<file path="config.mk">
export PLATFORM = sky130hd
export DESIGN_NAME = lru_cache_top
export DESIGN_NICKNAME = d
export VERILOG_FILES = /design/src/lru_cache_pkg.sv /design/src/lru_cache_top.sv /design/src/cache_controller.sv /design/src/cache_data_store.sv /design/src/cache_tag_store.sv /design/src/lru_line_controller.sv
export SDC_FILE = /design/constraint.sdc
export NUM_CORES = 2
export LEC_CHECK = 0
export BUFFER_PORTS_ARGS = -buffer_cell sky130_fd_sc_hd__clkbuf_2
export CAP_MARGIN = 10
export CELL_PAD_IN_SITES_DETAIL_PLACEMENT = 1
export CELL_PAD_IN_SITES_GLOBAL_PLACEMENT = 2
export CORE_MARGIN = 2
export CORE_UTILIZATION = 50
export CTS_CLUSTER_DIAMETER = 30
export DETAILED_ROUTE_END_ITERATION = 8
export PLACE_DENSITY_LB_ADDON = 0.1
export SLEW_MARGIN = 20
export SYNTH_ARGS = -nofsm -noshare
export SYNTH_HDL_FRONTEND = slang
export SYNTH_SLANG_ARGS = --single-unit
export TNS_END_PERCENT = 20
</file>
<file path="constraint.sdc">
create_clock -name clock_i -period 5.4 [get_ports clock_i]
set_input_delay 0.27 -clock clock_i [delete_from_list [all_inputs] [get_ports clock_i]]
set_output_delay 0.27 -clock clock_i [all_outputs]
set_load 0.05 [all_outputs]
</file>
<file path="src/lru_cache_pkg.sv">
package lru_cache_pkg;

	// --------------------
	// default geometry
	// --------------------

	// ways per set
	parameter int DEFAULT_N_WAYS = 4;

	// number of sets, must be a power of two
	parameter int DEFAULT_N_SETS = 8;

	// width of one cached word
	parameter int DEFAULT_DATA_WIDTH = 32;

	// word address width on both bus ports
	parameter int DEFAULT_ADDR_WIDTH = 16;

	// --------------------
	// controller states
	// --------------------

	// IDLE     wait for a cpu request and latch its address
	// LOOKUP   tag compare, hit or miss pulse to the lru controller
	// REFILL   single beat read on the memory master port
	// UPDATE   write tag, valid and data, mark the filled way as mru
	// RESPOND  read the line out and register the cpu ack
	typedef enum logic [2:0] {
		IDLE    = 3'd0,
		LOOKUP  = 3'd1,
		REFILL  = 3'd2,
		UPDATE  = 3'd3,
		RESPOND = 3'd4
	} ctrl_state_e;

endpackage
</file>
<file path="src/lru_cache_top.sv">
`timescale 1ns/1ps

module lru_cache_top #(
	parameter int N_WAYS     = lru_cache_pkg::DEFAULT_N_WAYS,
	parameter int N_SETS     = lru_cache_pkg::DEFAULT_N_SETS,
	parameter int DATA_WIDTH = lru_cache_pkg::DEFAULT_DATA_WIDTH,
	parameter int ADDR_WIDTH = lru_cache_pkg::DEFAULT_ADDR_WIDTH,
	localparam int INDEX_W   = $clog2(N_SETS),
	localparam int TAG_W     = ADDR_WIDTH - INDEX_W,
	localparam int WAY_W     = $clog2(N_WAYS)
)(
	input  logic                  clock_i,
	input  logic                  resetn_i,
	// cpu slave port
	input  logic                  s_cyc_i,
	input  logic                  s_stb_i,
	input  logic [ADDR_WIDTH-1:0] s_adr_i,
	output logic [DATA_WIDTH-1:0] s_dat_o,
	output logic                  s_ack_o,
	// memory master port
	output logic                  m_cyc_o,
	output logic                  m_stb_o,
	output logic [ADDR_WIDTH-1:0] m_adr_o,
	input  logic [DATA_WIDTH-1:0] m_dat_i,
	input  logic                  m_ack_i
);

	logic [INDEX_W-1:0]    index;
	logic [TAG_W-1:0]      tag;
	logic                  hit;
	logic [WAY_W-1:0]      hit_way;
	logic                  tag_wr;
	logic [WAY_W-1:0]      way;
	logic                  data_wr;
	logic [DATA_WIDTH-1:0] fill_q;

	logic                  lru_enable;
	logic                  lru_hit;
	logic                  lru_miss;
	logic [WAY_W-1:0]      lru_way;
	logic                  lru_done;
	logic [WAY_W-1:0]      lru_victim;

	// per set lru outputs
	logic [N_SETS-1:0]     set_done;
	logic [WAY_W-1:0]      set_victim [N_SETS];

	// capture the fetched word, written to the data store in UPDATE
	always_ff @(posedge clock_i) begin
		if (m_cyc_o && m_ack_i) begin
			fill_q <= m_dat_i;
		end
	end

	// --------------------
	// sequencer
	// --------------------

	cache_controller #(
		.DATA_WIDTH (DATA_WIDTH),
		.ADDR_WIDTH (ADDR_WIDTH),
		.N_WAYS     (N_WAYS),
		.N_SETS     (N_SETS)
	) cache_controller_i (
		.clock_i      (clock_i),
		.resetn_i     (resetn_i),
		.s_cyc_i      (s_cyc_i),
		.s_stb_i      (s_stb_i),
		.s_adr_i      (s_adr_i),
		.s_ack_o      (s_ack_o),
		.m_cyc_o      (m_cyc_o),
		.m_stb_o      (m_stb_o),
		.m_adr_o      (m_adr_o),
		.m_ack_i      (m_ack_i),
		.index_o      (index),
		.tag_o        (tag),
		.hit_i        (hit),
		.hit_way_i    (hit_way),
		.tag_wr_o     (tag_wr),
		.way_o        (way),
		.data_wr_o    (data_wr),
		.lru_enable_o (lru_enable),
		.lru_hit_o    (lru_hit),
		.lru_miss_o   (lru_miss),
		.lru_way_o    (lru_way),
		.lru_done_i   (lru_done),
		.lru_victim_i (lru_victim)
	);

	// --------------------
	// stores
	// --------------------

	cache_tag_store #(
		.N_WAYS     (N_WAYS),
		.N_SETS     (N_SETS),
		.ADDR_WIDTH (ADDR_WIDTH)
	) cache_tag_store_i (
		.clock_i   (clock_i),
		.resetn_i  (resetn_i),
		.index_i   (index),
		.tag_i     (tag),
		.wr_i      (tag_wr),
		.wr_way_i  (way),
		.hit_o     (hit),
		.hit_way_o (hit_way)
	);

	// read data goes straight out to the cpu
	cache_data_store #(
		.N_WAYS     (N_WAYS),
		.N_SETS     (N_SETS),
		.DATA_WIDTH (DATA_WIDTH)
	) cache_data_store_i (
		.clock_i (clock_i),
		.index_i (index),
		.way_i   (way),
		.wr_i    (data_wr),
		.wdata_i (fill_q),
		.rdata_o (s_dat_o)
	);

	// --------------------
	// lru per set
	// --------------------

	// only the indexed set sees the hit and miss pulses
	for (genvar s = 0; s < N_SETS; s++) begin : g_set
		lru_line_controller #(
			.N_LOCATIONS (N_WAYS)
		) lru_line_controller_i (
			.clock_i  (clock_i),
			.resetn_i (resetn_i),
			.enable_i (lru_enable && (index == INDEX_W'(s))),
			.addr_i   (lru_way),
			.hit_i    (lru_hit),
			.miss_i   (lru_miss),
			.done_o   (set_done[s]),
			.addr_o   (set_victim[s])
		);
	end

	// victim and done of the selected set back to the controller
	assign lru_done   = set_done[index];
	assign lru_victim = set_victim[index];

endmodule

</file>
<file path="src/cache_controller.sv">
`timescale 1ns/1ps

module cache_controller #(
	parameter int DATA_WIDTH = lru_cache_pkg::DEFAULT_DATA_WIDTH,
	parameter int ADDR_WIDTH = lru_cache_pkg::DEFAULT_ADDR_WIDTH,
	parameter int N_WAYS     = lru_cache_pkg::DEFAULT_N_WAYS,
	parameter int N_SETS     = lru_cache_pkg::DEFAULT_N_SETS,
	localparam int INDEX_W   = $clog2(N_SETS),
	localparam int TAG_W     = ADDR_WIDTH - INDEX_W,
	localparam int WAY_W     = $clog2(N_WAYS)
)(
	input  logic                  clock_i,
	input  logic                  resetn_i,
	// cpu side, wishbone classic slave
	input  logic                  s_cyc_i,
	input  logic                  s_stb_i,
	input  logic [ADDR_WIDTH-1:0] s_adr_i,
	output logic                  s_ack_o,
	// memory side, wishbone classic master
	output logic                  m_cyc_o,
	output logic                  m_stb_o,
	output logic [ADDR_WIDTH-1:0] m_adr_o,
	input  logic                  m_ack_i,
	// tag store
	output logic [INDEX_W-1:0]    index_o,
	output logic [TAG_W-1:0]      tag_o,
	input  logic                  hit_i,
	input  logic [WAY_W-1:0]      hit_way_i,
	output logic                  tag_wr_o,
	// data store
	output logic [WAY_W-1:0]      way_o,
	output logic                  data_wr_o,
	// lru controllers
	output logic                  lru_enable_o,
	output logic                  lru_hit_o,
	output logic                  lru_miss_o,
	output logic [WAY_W-1:0]      lru_way_o,
	input  logic                  lru_done_i,
	input  logic [WAY_W-1:0]      lru_victim_i
);

	// geometry sanity, the tag needs at least one bit
	if (ADDR_WIDTH <= INDEX_W || DATA_WIDTH < 1) begin : g_bad_geometry
		$error("cache_controller: address too narrow for the set count or empty data word");
	end

	lru_cache_pkg::ctrl_state_e state_q, state_d;

	// latched request and chosen way
	logic [ADDR_WIDTH-1:0] addr_q;
	logic [WAY_W-1:0]      way_q;
	logic                  ack_q;
	logic                  m_req_q;
	logic                  accept;
	logic                  refill_start;

	// --------------------
	// next state
	// --------------------

	// no new request while the ack of the last one is still out
	assign accept = s_cyc_i && s_stb_i && !ack_q;

	// victim is valid once the lru controller reports done
	assign refill_start = (state_q == lru_cache_pkg::REFILL) && !m_req_q && lru_done_i;

	always_comb begin
		state_d = state_q;
		case (state_q)
			lru_cache_pkg::IDLE: begin
				if (accept) begin
					state_d = lru_cache_pkg::LOOKUP;
				end
			end
			lru_cache_pkg::LOOKUP: begin
				state_d = hit_i ? lru_cache_pkg::RESPOND : lru_cache_pkg::REFILL;
			end
			lru_cache_pkg::REFILL: begin
				// memory may take any number of cycles
				if (m_req_q && m_ack_i) begin
					state_d = lru_cache_pkg::UPDATE;
				end
			end
			lru_cache_pkg::UPDATE:  state_d = lru_cache_pkg::RESPOND;
			lru_cache_pkg::RESPOND: state_d = lru_cache_pkg::IDLE;
			default:                state_d = lru_cache_pkg::IDLE;
		endcase
	end

	// --------------------
	// registers
	// --------------------

	always_ff @(posedge clock_i) begin
		if (!resetn_i) begin
			state_q <= lru_cache_pkg::IDLE;
			ack_q   <= 1'b0;
			m_req_q <= 1'b0;
		end else begin
			state_q <= state_d;
			// ack lands in the cycle after RESPOND, with the read data
			ack_q   <= (state_q == lru_cache_pkg::RESPOND);
			// single beat read, held until the slave acks
			if (refill_start) begin
				m_req_q <= 1'b1;
			end else if (m_req_q && m_ack_i) begin
				m_req_q <= 1'b0;
			end
		end
	end

	always_ff @(posedge clock_i) begin
		if (state_q == lru_cache_pkg::IDLE && accept) begin
			addr_q <= s_adr_i;
		end
		// hit way from the compare, or victim from the lru stack
		if (state_q == lru_cache_pkg::LOOKUP && hit_i) begin
			way_q <= hit_way_i;
		end else if (refill_start) begin
			way_q <= lru_victim_i;
		end
	end

	// --------------------
	// outputs
	// --------------------

	assign s_ack_o = ack_q;

	assign m_cyc_o = m_req_q;
	assign m_stb_o = m_req_q;
	assign m_adr_o = addr_q;

	assign index_o = addr_q[INDEX_W-1:0];
	assign tag_o   = addr_q[ADDR_WIDTH-1:INDEX_W];

	// refill commit
	assign tag_wr_o  = (state_q == lru_cache_pkg::UPDATE);
	assign data_wr_o = (state_q == lru_cache_pkg::UPDATE);
	assign way_o     = way_q;

	// lru pulses, the fill in UPDATE counts as a use
	assign lru_enable_o = (state_q == lru_cache_pkg::LOOKUP) || (state_q == lru_cache_pkg::UPDATE);
	assign lru_hit_o    = ((state_q == lru_cache_pkg::LOOKUP) && hit_i) ||
	                      (state_q == lru_cache_pkg::UPDATE);
	assign lru_miss_o   = (state_q == lru_cache_pkg::LOOKUP) && !hit_i;
	assign lru_way_o    = (state_q == lru_cache_pkg::LOOKUP) ? hit_way_i : way_q;

	// cpu must hold the cycle open until it sees the ack
	a_ack_in_cycle: assert property (
		@(posedge clock_i) disable iff (!resetn_i)
		s_ack_o |-> s_cyc_i
	);

	// master strobe and its address stay put until the memory answers
	a_stb_held: assert property (
		@(posedge clock_i) disable iff (!resetn_i)
		(m_stb_o && !m_ack_i) |=> (m_stb_o && $stable(m_adr_o))
	);

endmodule

</file>
<file path="src/cache_data_store.sv">
`timescale 1ns/1ps

module cache_data_store #(
	parameter int N_WAYS     = lru_cache_pkg::DEFAULT_N_WAYS,
	parameter int N_SETS     = lru_cache_pkg::DEFAULT_N_SETS,
	parameter int DATA_WIDTH = lru_cache_pkg::DEFAULT_DATA_WIDTH,
	localparam int INDEX_W   = $clog2(N_SETS),
	localparam int WAY_W     = $clog2(N_WAYS)
)(
	input  logic                  clock_i,
	input  logic [INDEX_W-1:0]    index_i,
	input  logic [WAY_W-1:0]      way_i,
	input  logic                  wr_i,
	input  logic [DATA_WIDTH-1:0] wdata_i,
	output logic [DATA_WIDTH-1:0] rdata_o
);

	// one word per line, addressed by set and way
	logic [DATA_WIDTH-1:0] mem_q [N_SETS][N_WAYS];
	logic [DATA_WIDTH-1:0] rdata_q;

	assign rdata_o = rdata_q;

	// --------------------
	// write port
	// --------------------

	// refill writes the fetched word
	always_ff @(posedge clock_i) begin
		if (wr_i) begin
			mem_q[index_i][way_i] <= wdata_i;
		end
	end

	// --------------------
	// read port
	// --------------------

	// registered read, one cycle latency
	// a read in the write cycle sees the old word
	always_ff @(posedge clock_i) begin
		rdata_q <= mem_q[index_i][way_i];
	end

endmodule

</file>
<file path="src/cache_tag_store.sv">
`timescale 1ns/1ps

module cache_tag_store #(
	parameter int N_WAYS     = lru_cache_pkg::DEFAULT_N_WAYS,
	parameter int N_SETS     = lru_cache_pkg::DEFAULT_N_SETS,
	parameter int ADDR_WIDTH = lru_cache_pkg::DEFAULT_ADDR_WIDTH,
	localparam int INDEX_W   = $clog2(N_SETS),
	localparam int TAG_W     = ADDR_WIDTH - INDEX_W,
	localparam int WAY_W     = $clog2(N_WAYS)
)(
	input  logic               clock_i,
	input  logic               resetn_i,
	input  logic [INDEX_W-1:0] index_i,
	input  logic [TAG_W-1:0]   tag_i,
	input  logic               wr_i,
	input  logic [WAY_W-1:0]   wr_way_i,
	output logic               hit_o,
	output logic [WAY_W-1:0]   hit_way_o
);

	// tag per set and way, valid bits per set
	logic [TAG_W-1:0]  tag_q [N_SETS][N_WAYS];
	logic [N_WAYS-1:0] valid_q [N_SETS];
	logic [N_WAYS-1:0] match;

	// --------------------
	// storage
	// --------------------

	always_ff @(posedge clock_i) begin
		if (wr_i) begin
			tag_q[index_i][wr_way_i] <= tag_i;
		end
	end

	// all lines invalid after reset, a refill sets its way valid
	always_ff @(posedge clock_i) begin
		if (!resetn_i) begin
			for (int s = 0; s < N_SETS; s++) begin
				valid_q[s] <= '0;
			end
		end else if (wr_i) begin
			valid_q[index_i][wr_way_i] <= 1'b1;
		end
	end

	// --------------------
	// lookup
	// --------------------

	// compare the tag against every way of the indexed set
	always_comb begin
		for (int w = 0; w < N_WAYS; w++) begin
			match[w] = valid_q[index_i][w] && (tag_q[index_i][w] == tag_i);
		end
	end

	assign hit_o = |match;

	// encode the matching way
	always_comb begin
		hit_way_o = '0;
		for (int w = 0; w < N_WAYS; w++) begin
			if (match[w]) begin
				hit_way_o = WAY_W'(w);
			end
		end
	end

	// a tag is only ever filled into one way of a set
	a_single_match: assert property (
		@(posedge clock_i) disable iff (!resetn_i)
		$onehot0(match)
	);

endmodule

</file>
<file path="src/lru_line_controller.sv">
`timescale 1ns/1ps

module lru_line_controller #(
	parameter int N_LOCATIONS = lru_cache_pkg::DEFAULT_N_WAYS,
	localparam int BW_LOC = $clog2(N_LOCATIONS)
)(
	input  logic              clock_i,
	input  logic              resetn_i,
	// only the set being accessed is enabled
	input  logic              enable_i,
	input  logic [BW_LOC-1:0] addr_i,
	input  logic              hit_i,
	input  logic              miss_i,
	output logic              done_o,
	output logic [BW_LOC-1:0] addr_o
);

	// fill counter needs one extra bit to count up to N_LOCATIONS
	localparam int CNT_W = BW_LOC + 1;
	localparam logic [CNT_W-1:0] FILL_MAX = CNT_W'(N_LOCATIONS);

	// --------------------
	// lru stack
	// --------------------

	// one ordinal position per way, 0 is mru, all ones is lru
	// the positions always form a permutation of 0..N_LOCATIONS-1
	logic [BW_LOC-1:0]      stack_q [N_LOCATIONS];
	logic [BW_LOC-1:0]      match_pos;
	logic [N_LOCATIONS-1:0] lru_bits;
	logic [BW_LOC-1:0]      lru_way;

	// cold start fill count and registered outputs
	logic [CNT_W-1:0]       fill_cnt_q;
	logic                   fill_done;
	logic                   done_q;
	logic [BW_LOC-1:0]      addr_q;

	assign done_o = done_q;
	assign addr_o = addr_q;

	// position of the way that was just used
	assign match_pos = stack_q[addr_i];

	// every way has been filled once since reset
	assign fill_done = (fill_cnt_q == FILL_MAX);

	// only the lru position reduces to one
	for (genvar k = 0; k < N_LOCATIONS; k++) begin : g_reduce
		assign lru_bits[k] = &stack_q[k];
	end

	// priority encode the reduction, lowest way wins
	always_comb begin
		lru_way = '0;
		for (int k = N_LOCATIONS - 1; k >= 0; k--) begin
			if (lru_bits[k]) begin
				lru_way = BW_LOC'(k);
			end
		end
	end

	// --------------------
	// update
	// --------------------

	always_ff @(posedge clock_i) begin
		if (!resetn_i) begin
			fill_cnt_q <= '0;
			done_q     <= 1'b0;
			addr_q     <= '0;
			// identity order, way N-1 starts as lru
			for (int i = 0; i < N_LOCATIONS; i++) begin
				stack_q[i] <= BW_LOC'(i);
			end
		end else begin
			// single cycle update, so always ready once out of reset
			done_q <= 1'b1;

			if (enable_i) begin
				// used way becomes mru, more recent ways age by one
				if (hit_i) begin
					for (int i = 0; i < N_LOCATIONS; i++) begin
						if (BW_LOC'(i) == addr_i) begin
							stack_q[i] <= '0;
						end else if (stack_q[i] < match_pos) begin
							stack_q[i] <= stack_q[i] + 1'b1;
						end
					end
				end

				// pick the victim for the refill
				if (miss_i) begin
					if (fill_done) begin
						addr_q <= lru_way;
					end else begin
						// cold start, hand out ways in order
						addr_q     <= fill_cnt_q[BW_LOC-1:0];
						fill_cnt_q <= fill_cnt_q + 1'b1;
					end
				end
			end
		end
	end

	// the controller never reports both outcomes for one access
	a_hit_miss_excl: assert property (
		@(posedge clock_i) disable iff (!resetn_i)
		enable_i |-> !(hit_i && miss_i)
	);

endmodule

</file>
Word-level counts from Yosys, hierarchy flattened

Memory sizes are Yosys's and may differ from the RTL's. A register that Yosys moved wholly into a read port is not among the register bits.
Cells that the tools add are included.

Bits in registers: 128
Bits in writable memories: 1,536
Input bits: 53
Output and inout bits: 51
Logic and storage cells: 737
Memories: 11

Memories:

| name                                   | words | width | read ports | clocked after memory_dff | wr ports | RTL line                  | RTL |
|---|---|---|---|---|---|---|---|
| cache_data_store_i.mem_q               | 8     | 128   | 1          | 1                        | 1        | cache_data_store.sv:19    | `logic [DATA_WIDTH-1:0] mem_q [N_SETS][N_WAYS];` |
| cache_tag_store_i.tag_q                | 8     | 52    | 1          | 1                        | 1        | cache_tag_store.sv:22     | `logic [TAG_W-1:0] tag_q [N_SETS][N_WAYS];` |
| cache_tag_store_i.valid_q              | 8     | 4     | 1          | 1                        | 8        | cache_tag_store.sv:23     | `logic [N_WAYS-1:0] valid_q [N_SETS];` |
| g_set[0].lru_line_controller_i.stack_q | 4     | 2     | 5          | 0                        | 4        | lru_line_controller.sv:28 | `logic [BW_LOC-1:0] stack_q [N_LOCATIONS];` |
| g_set[1].lru_line_controller_i.stack_q | 4     | 2     | 5          | 0                        | 4        | lru_line_controller.sv:28 |  |
| g_set[2].lru_line_controller_i.stack_q | 4     | 2     | 5          | 0                        | 4        | lru_line_controller.sv:28 |  |
| +5 memories                            | -     | -     | -          | -                        | -        | -                         |  |

Add/subtract/negate cells: 40
$lt $le $gt $ge: 38
Eq/ne operators: 28
Multiplexer cells: 439
Bitwise gates (word level): 74
Reduce and logical (&&, ||, !) cells: 83

Operators by type and width:

| cell                  | number |
|---|---|
| $mux W1               | 305 |
| $mux W2               | 111 |
| $mux W128             | 1 |
| $mux W32              | 3 |
| $reduce_and A2 Y1     | 41 |
| $add A2 B1 Y2 const B | 32 |
| $bmux W32 S2          | 1 |
| $demux W32 S2         | 1 |
| $lt A2 B2 Y1          | 32 |
| $or A1 B1 Y1          | 64 |
| $eq A13 B13 Y1        | 4 |
| $mux W52              | 1 |
| $eq A3 B3 Y1 const B  | 13 |
| $demux W13 S2         | 1 |
| $add A3 B1 Y3 const B | 8 |
| $reduce_and A3 Y1     | 8 |
| $logic_and A1 B1 Y1   | 22 |
| $mux W3               | 7 |
| $mux W13              | 1 |
| $eq A3 B2 Y1 const B  | 4 |
| $mux W4               | 3 |
| $pmux W3 S4           | 1 |
| $not A1 Y1            | 8 |
| $reduce_or A4 Y1      | 2 |
| other kinds (21)      | 28 |

Longest topological paths before layout

An unclocked memory read counts as a cell.

Word-level depth: 15
Depth in mapped cells: 18

Cells and area by module

Synthesis repeated with hierarchy kept, for this count alone.

Cell total of the unflattened synthesis: 4,235
Area, all modules: 68,341.8 um2

By module, submodules not included:

| module              | times used | cells each | area an instance (um2) |
|---|---|---|---|
| cache_data_store    | 1          | 2,358      | 40,319.9 |
| cache_tag_store     | 1          | 924        | 17,779.6 |
| lru_line_controller | 8          | 102        | 996.0 |
| lru_cache_top       | 1          | 64         | 1,243.7 |
| cache_controller    | 1          | 73         | 1,031.0 |

Worst setup path before layout

No wires, ideal clock.

Path kind: reg2reg
Start point: reg with a tool-made name
End point: mem g_set[7].lru_line_controller_i.stack_q[0][0] (netlist bit) (enable)
Arrival time: 4.037 ns
Data required time: 5.077 ns
Slack: 1.040 ns
Cell stages (with the launch flop): 17
Buffers on the path: 6
Cell sequence: dfxtp_1 -> buf_6 -> buf_6 -> buf_4 -> buf_4 -> buf_1 -> mux2i_1 -> xor2_1 -> o2111ai_1 -> a2111o_1 -> a31oi_4 -> buf_8 -> mux4_2 -> nand2_1 -> a31oi_1 -> or3_1 -> o211ai_1

RTL lines:

| what             | RTL line |
|---|---|
| end: declaration | lru_line_controller.sv:28 |

==> reports/metrics.cfg <==
[outcome]
outcome=finished clean

[routing]
via_count=35500
firstDrtPassIters=5
drt-initial-drc-count=3402
ant_nets=0
wl_um=182000
via_per_inst=6.04
wl_per_cell_um=31.0
drc=0

[final_layout]
nFillCells=10800
regArea_um2=48900
drive_above_1_share_pct=32.2
multiInputGateArea_um2=16400
antenna_cells=0
area_delta_synth_final_pct=24.4
nets=3944

[clock_tree]
clk_pin_slew_ns=0.05
htree_levels=5
root_buffer=clkbuf_16
cts_buffers=356
cts_tree=yes
clk_path_buf_depth=4
insertion_delay_ns=0.91
clock-sinks=1667

[synth]
ys_types=73
synthMostInstantiatedCell=edfxtp_1
synth_area_leader_cell=edfxtp_1
synth.avg_cell_area_um2=19.9
synth-edff-count=1554
synth_nets=3422
synthArstFlopShare_pct=0
seq_area_frac_synth_pct=74.1
ys_top_cells_by_count=1554 x edfxtp_1, 389 x mux4_2, 196 x nor2_1, 146 x mux2i_1
synthTopCellsByArea=edfxtp_1 71%, mux4_2 13%, dfxtp_1 3.4%
synth.ff_latch_count=1667
synth_cells=3321
synth_ff_type=edfxtp_1
synth.top_cell.area_share_pct=70.7
ys_warn_count=0
synthesis.area_um2=66000

[placed_design]
routabilityCongestion=0.791
dpl.hpwl_um=95500
post-place-ws_ns=-0.132
port_buffers=103

[timing]
fin_crit_sh_pct=96.4
setup_slack_ns=0.195
slew_headroom_pct=22.6
finalMaxSlewViolations=0
rsz0062_at_grt=true
setup_viol=0
fmax_mhz=192
worst_slew_pin_slew_ns=1.16
fin_crit_ns=5.20
hold_viol=0
timing.hold.ws_ns=0.0872
fin_worst_skew_ns=0.0640

[job]
maxCapViolCount=0

[pwr]
switchingPower_uw=7980
leakagePower_uw=0.0278
p_int_uw=29300
p_seq_share_pct=37.9
power_density_nw_per_um2=454
combinationalPowerShare_pct=4.5
clockPowerShare_pct=57.5
switching_share_pct=21.4
worst_ir_drop_vdd_mv=0.337

[floorplan]
die_w_um=367
core_um2=131000
std_cell_rows=133
die_area_um2=135000
boundaryPins=104
start_util_pct=50.3
die_y_um=367

[worst_setup_path]
crit_path_top_delay_cell=mux4_2
worstPathRequired_ns=5.92
startpoint_type=register
cp-end-kind=register
slowest_delay_ns=0.64
critPathMaxFanout=23
worstPathCellList=buf_4 > buf_4 > mux4_2 > mux2i_1 > xnor2_1 > a211oi_1 > nand4_1 > a2111o_1 > a31oi_4 > buf_12 > mux4_2 > a221oi_1 > nor3_1 > o21ai_0
arrival_ns=5.72
path_class=reg -> reg

[global_route]
grt_usage_pct=27.5
grt_remaining_overflow=0
grt_pass1_wl_um=267000
antenna_found_initial=2
grt_max_degree=69
grt_pass1_vias=38700

[min_path]
hp-class=in -> reg

layout make-up:
| class | instances | share of cell area, % |
|---|---|---|
| Sequential cell | 1667 | 59.6 |
| Clock buffer | 416 | 11.4 |
| Clock inverter | 218 | 3.03 |
| Inverter | 63 | 0.288 |
| Tap cell | 1755 | 2.67 |
| Multi-Input combinational cell | 1441 | 19.9 |
| Timing Repair Buffer | 314 | 3.10 |
kinds of logic after synthesis:
logic type	Yosys count	synth area share (%)
flops	1667	74.1
mux	590	16.4
simple gates	483	3.41
compound gates	257	2.80
buf+inv	213	1.50
fa+ha+maj	59	1.08
xor+xnor	52	0.690
through the flow:
step                      instance area [µm²]  std cells  util [%]  setup TNS, ns  total power [µW]
final                                   82200       5874      62.6              0             37300
after global routing                    82200       5874      62.6              0             38200
after CTS                               82100       5872      62.5              0             37500
after detailed placement                69700       5186      53.1         -0.706             16000
after global placement                  69700       5186      53.1         -0.383             16000
after floorplan                         66000       3321         -              0             15600
sequential cells by signal (all words and copies together), names as in the netlist, named ones only:
| signal | count |
|---|---|
| cache_data_store_i.mem_q | 1024 |
| cache_tag_store_i.tag_q | 416 |
| g_set.lru_line_controller_i.stack_q | 64 |
| cache_data_store_i.rdata_o | 32 |
| cache_tag_store_i.valid_q | 32 |
| fill_q | 32 |
| g_set.lru_line_controller_i.fill_cnt_q | 24 |
| cache_controller_i.m_adr_o | 16 |
| g_set.lru_line_controller_i.addr_o | 16 |
| cache_controller_i.state_q | 3 |
| cache_controller_i.way_o | 2 |
| cache_controller_i.m_cyc_o | 1 |
| cache_controller_i.s_ack_o | 1 |
| g_set.lru_line_controller_i.done_o | 1 |
layer usage:
layer | routed length (µm) | up-vias | share of wire [%] | track usage, %
met4 | 5450 | 0 | 3.0 | 9.72
met1 | 74000 | 18900 | 41 | 37.2
met3 | 12300 | 399 | 6.8 | 5.27
met2 | 90400 | 1389 | 50 | 44.8
li1 | - | 14800 | - | -
met5 | 0 | - | 0 | 0
final timing paths:
check / start / endpoint / slack (ns) / cells past startpoint
worst max-delay path: register / g_set[1].lru_line_controller_i.stack_q[1][0] / 0.20 / 14
worst min-delay path: m_dat_i[7] / fill_q[7] / 0.09 / 2
worst max register to register: register / g_set[1].lru_line_controller_i.stack_q[1][0] / 0.20 / 14
worst min register to register: cache_tag_store_i.valid_q[1][2] / cache_tag_store_i.valid_q[1][2] / 0.47 / 2
critical path, delay by kind of cell (launching register included):
| family | cells | cell delay (ns) |
|---|---|---|
| AO/OA/AOI/OAI | 5 | 1.84 |
| XOR/XNOR | 1 | 0.11 |
| buffers and inverters | 3 | 0.61 |
| flip-flops | 1 | 0.43 |
| multiplexers | 3 | 1.39 |
| AND/OR/NAND/NOR | 2 | 0.41 |
power by group through the flow:
stage	sequential [µW]	clock (µW)	combinational, µW
detailed placement	14400	0	1660
CTS	14200	21700	1710
global route	14100	22300	1810
global placement	14400	0	1630
floorplan	14500	0	1060
finish	14200	21500	1690
cell usage in the layout (no fill, tap or decap), types with 62 or more instances in the layout:
cell,netlist,layout
edfxtp_1,1554,1554
mux4_2,389,389
clkbuf_16,0,359
nor2_1,196,164
mux2i_1,146,146
buf_4,18,132
nand2_1,113,113
dfxtp_1,113,110
clkbuf_2,0,103
inv_1,63,62
what timing repair did:
item | CTS | global route
endpoints found under the hold margin | 58 | 0
buffers inserted | 0 | 2
gates resized for setup | 2 | 6
hold buffers | 52 | 0
pin swaps | 0 | 1
setup endpoints to repair | 6 | 87
(Power assumes the default switching activity.)
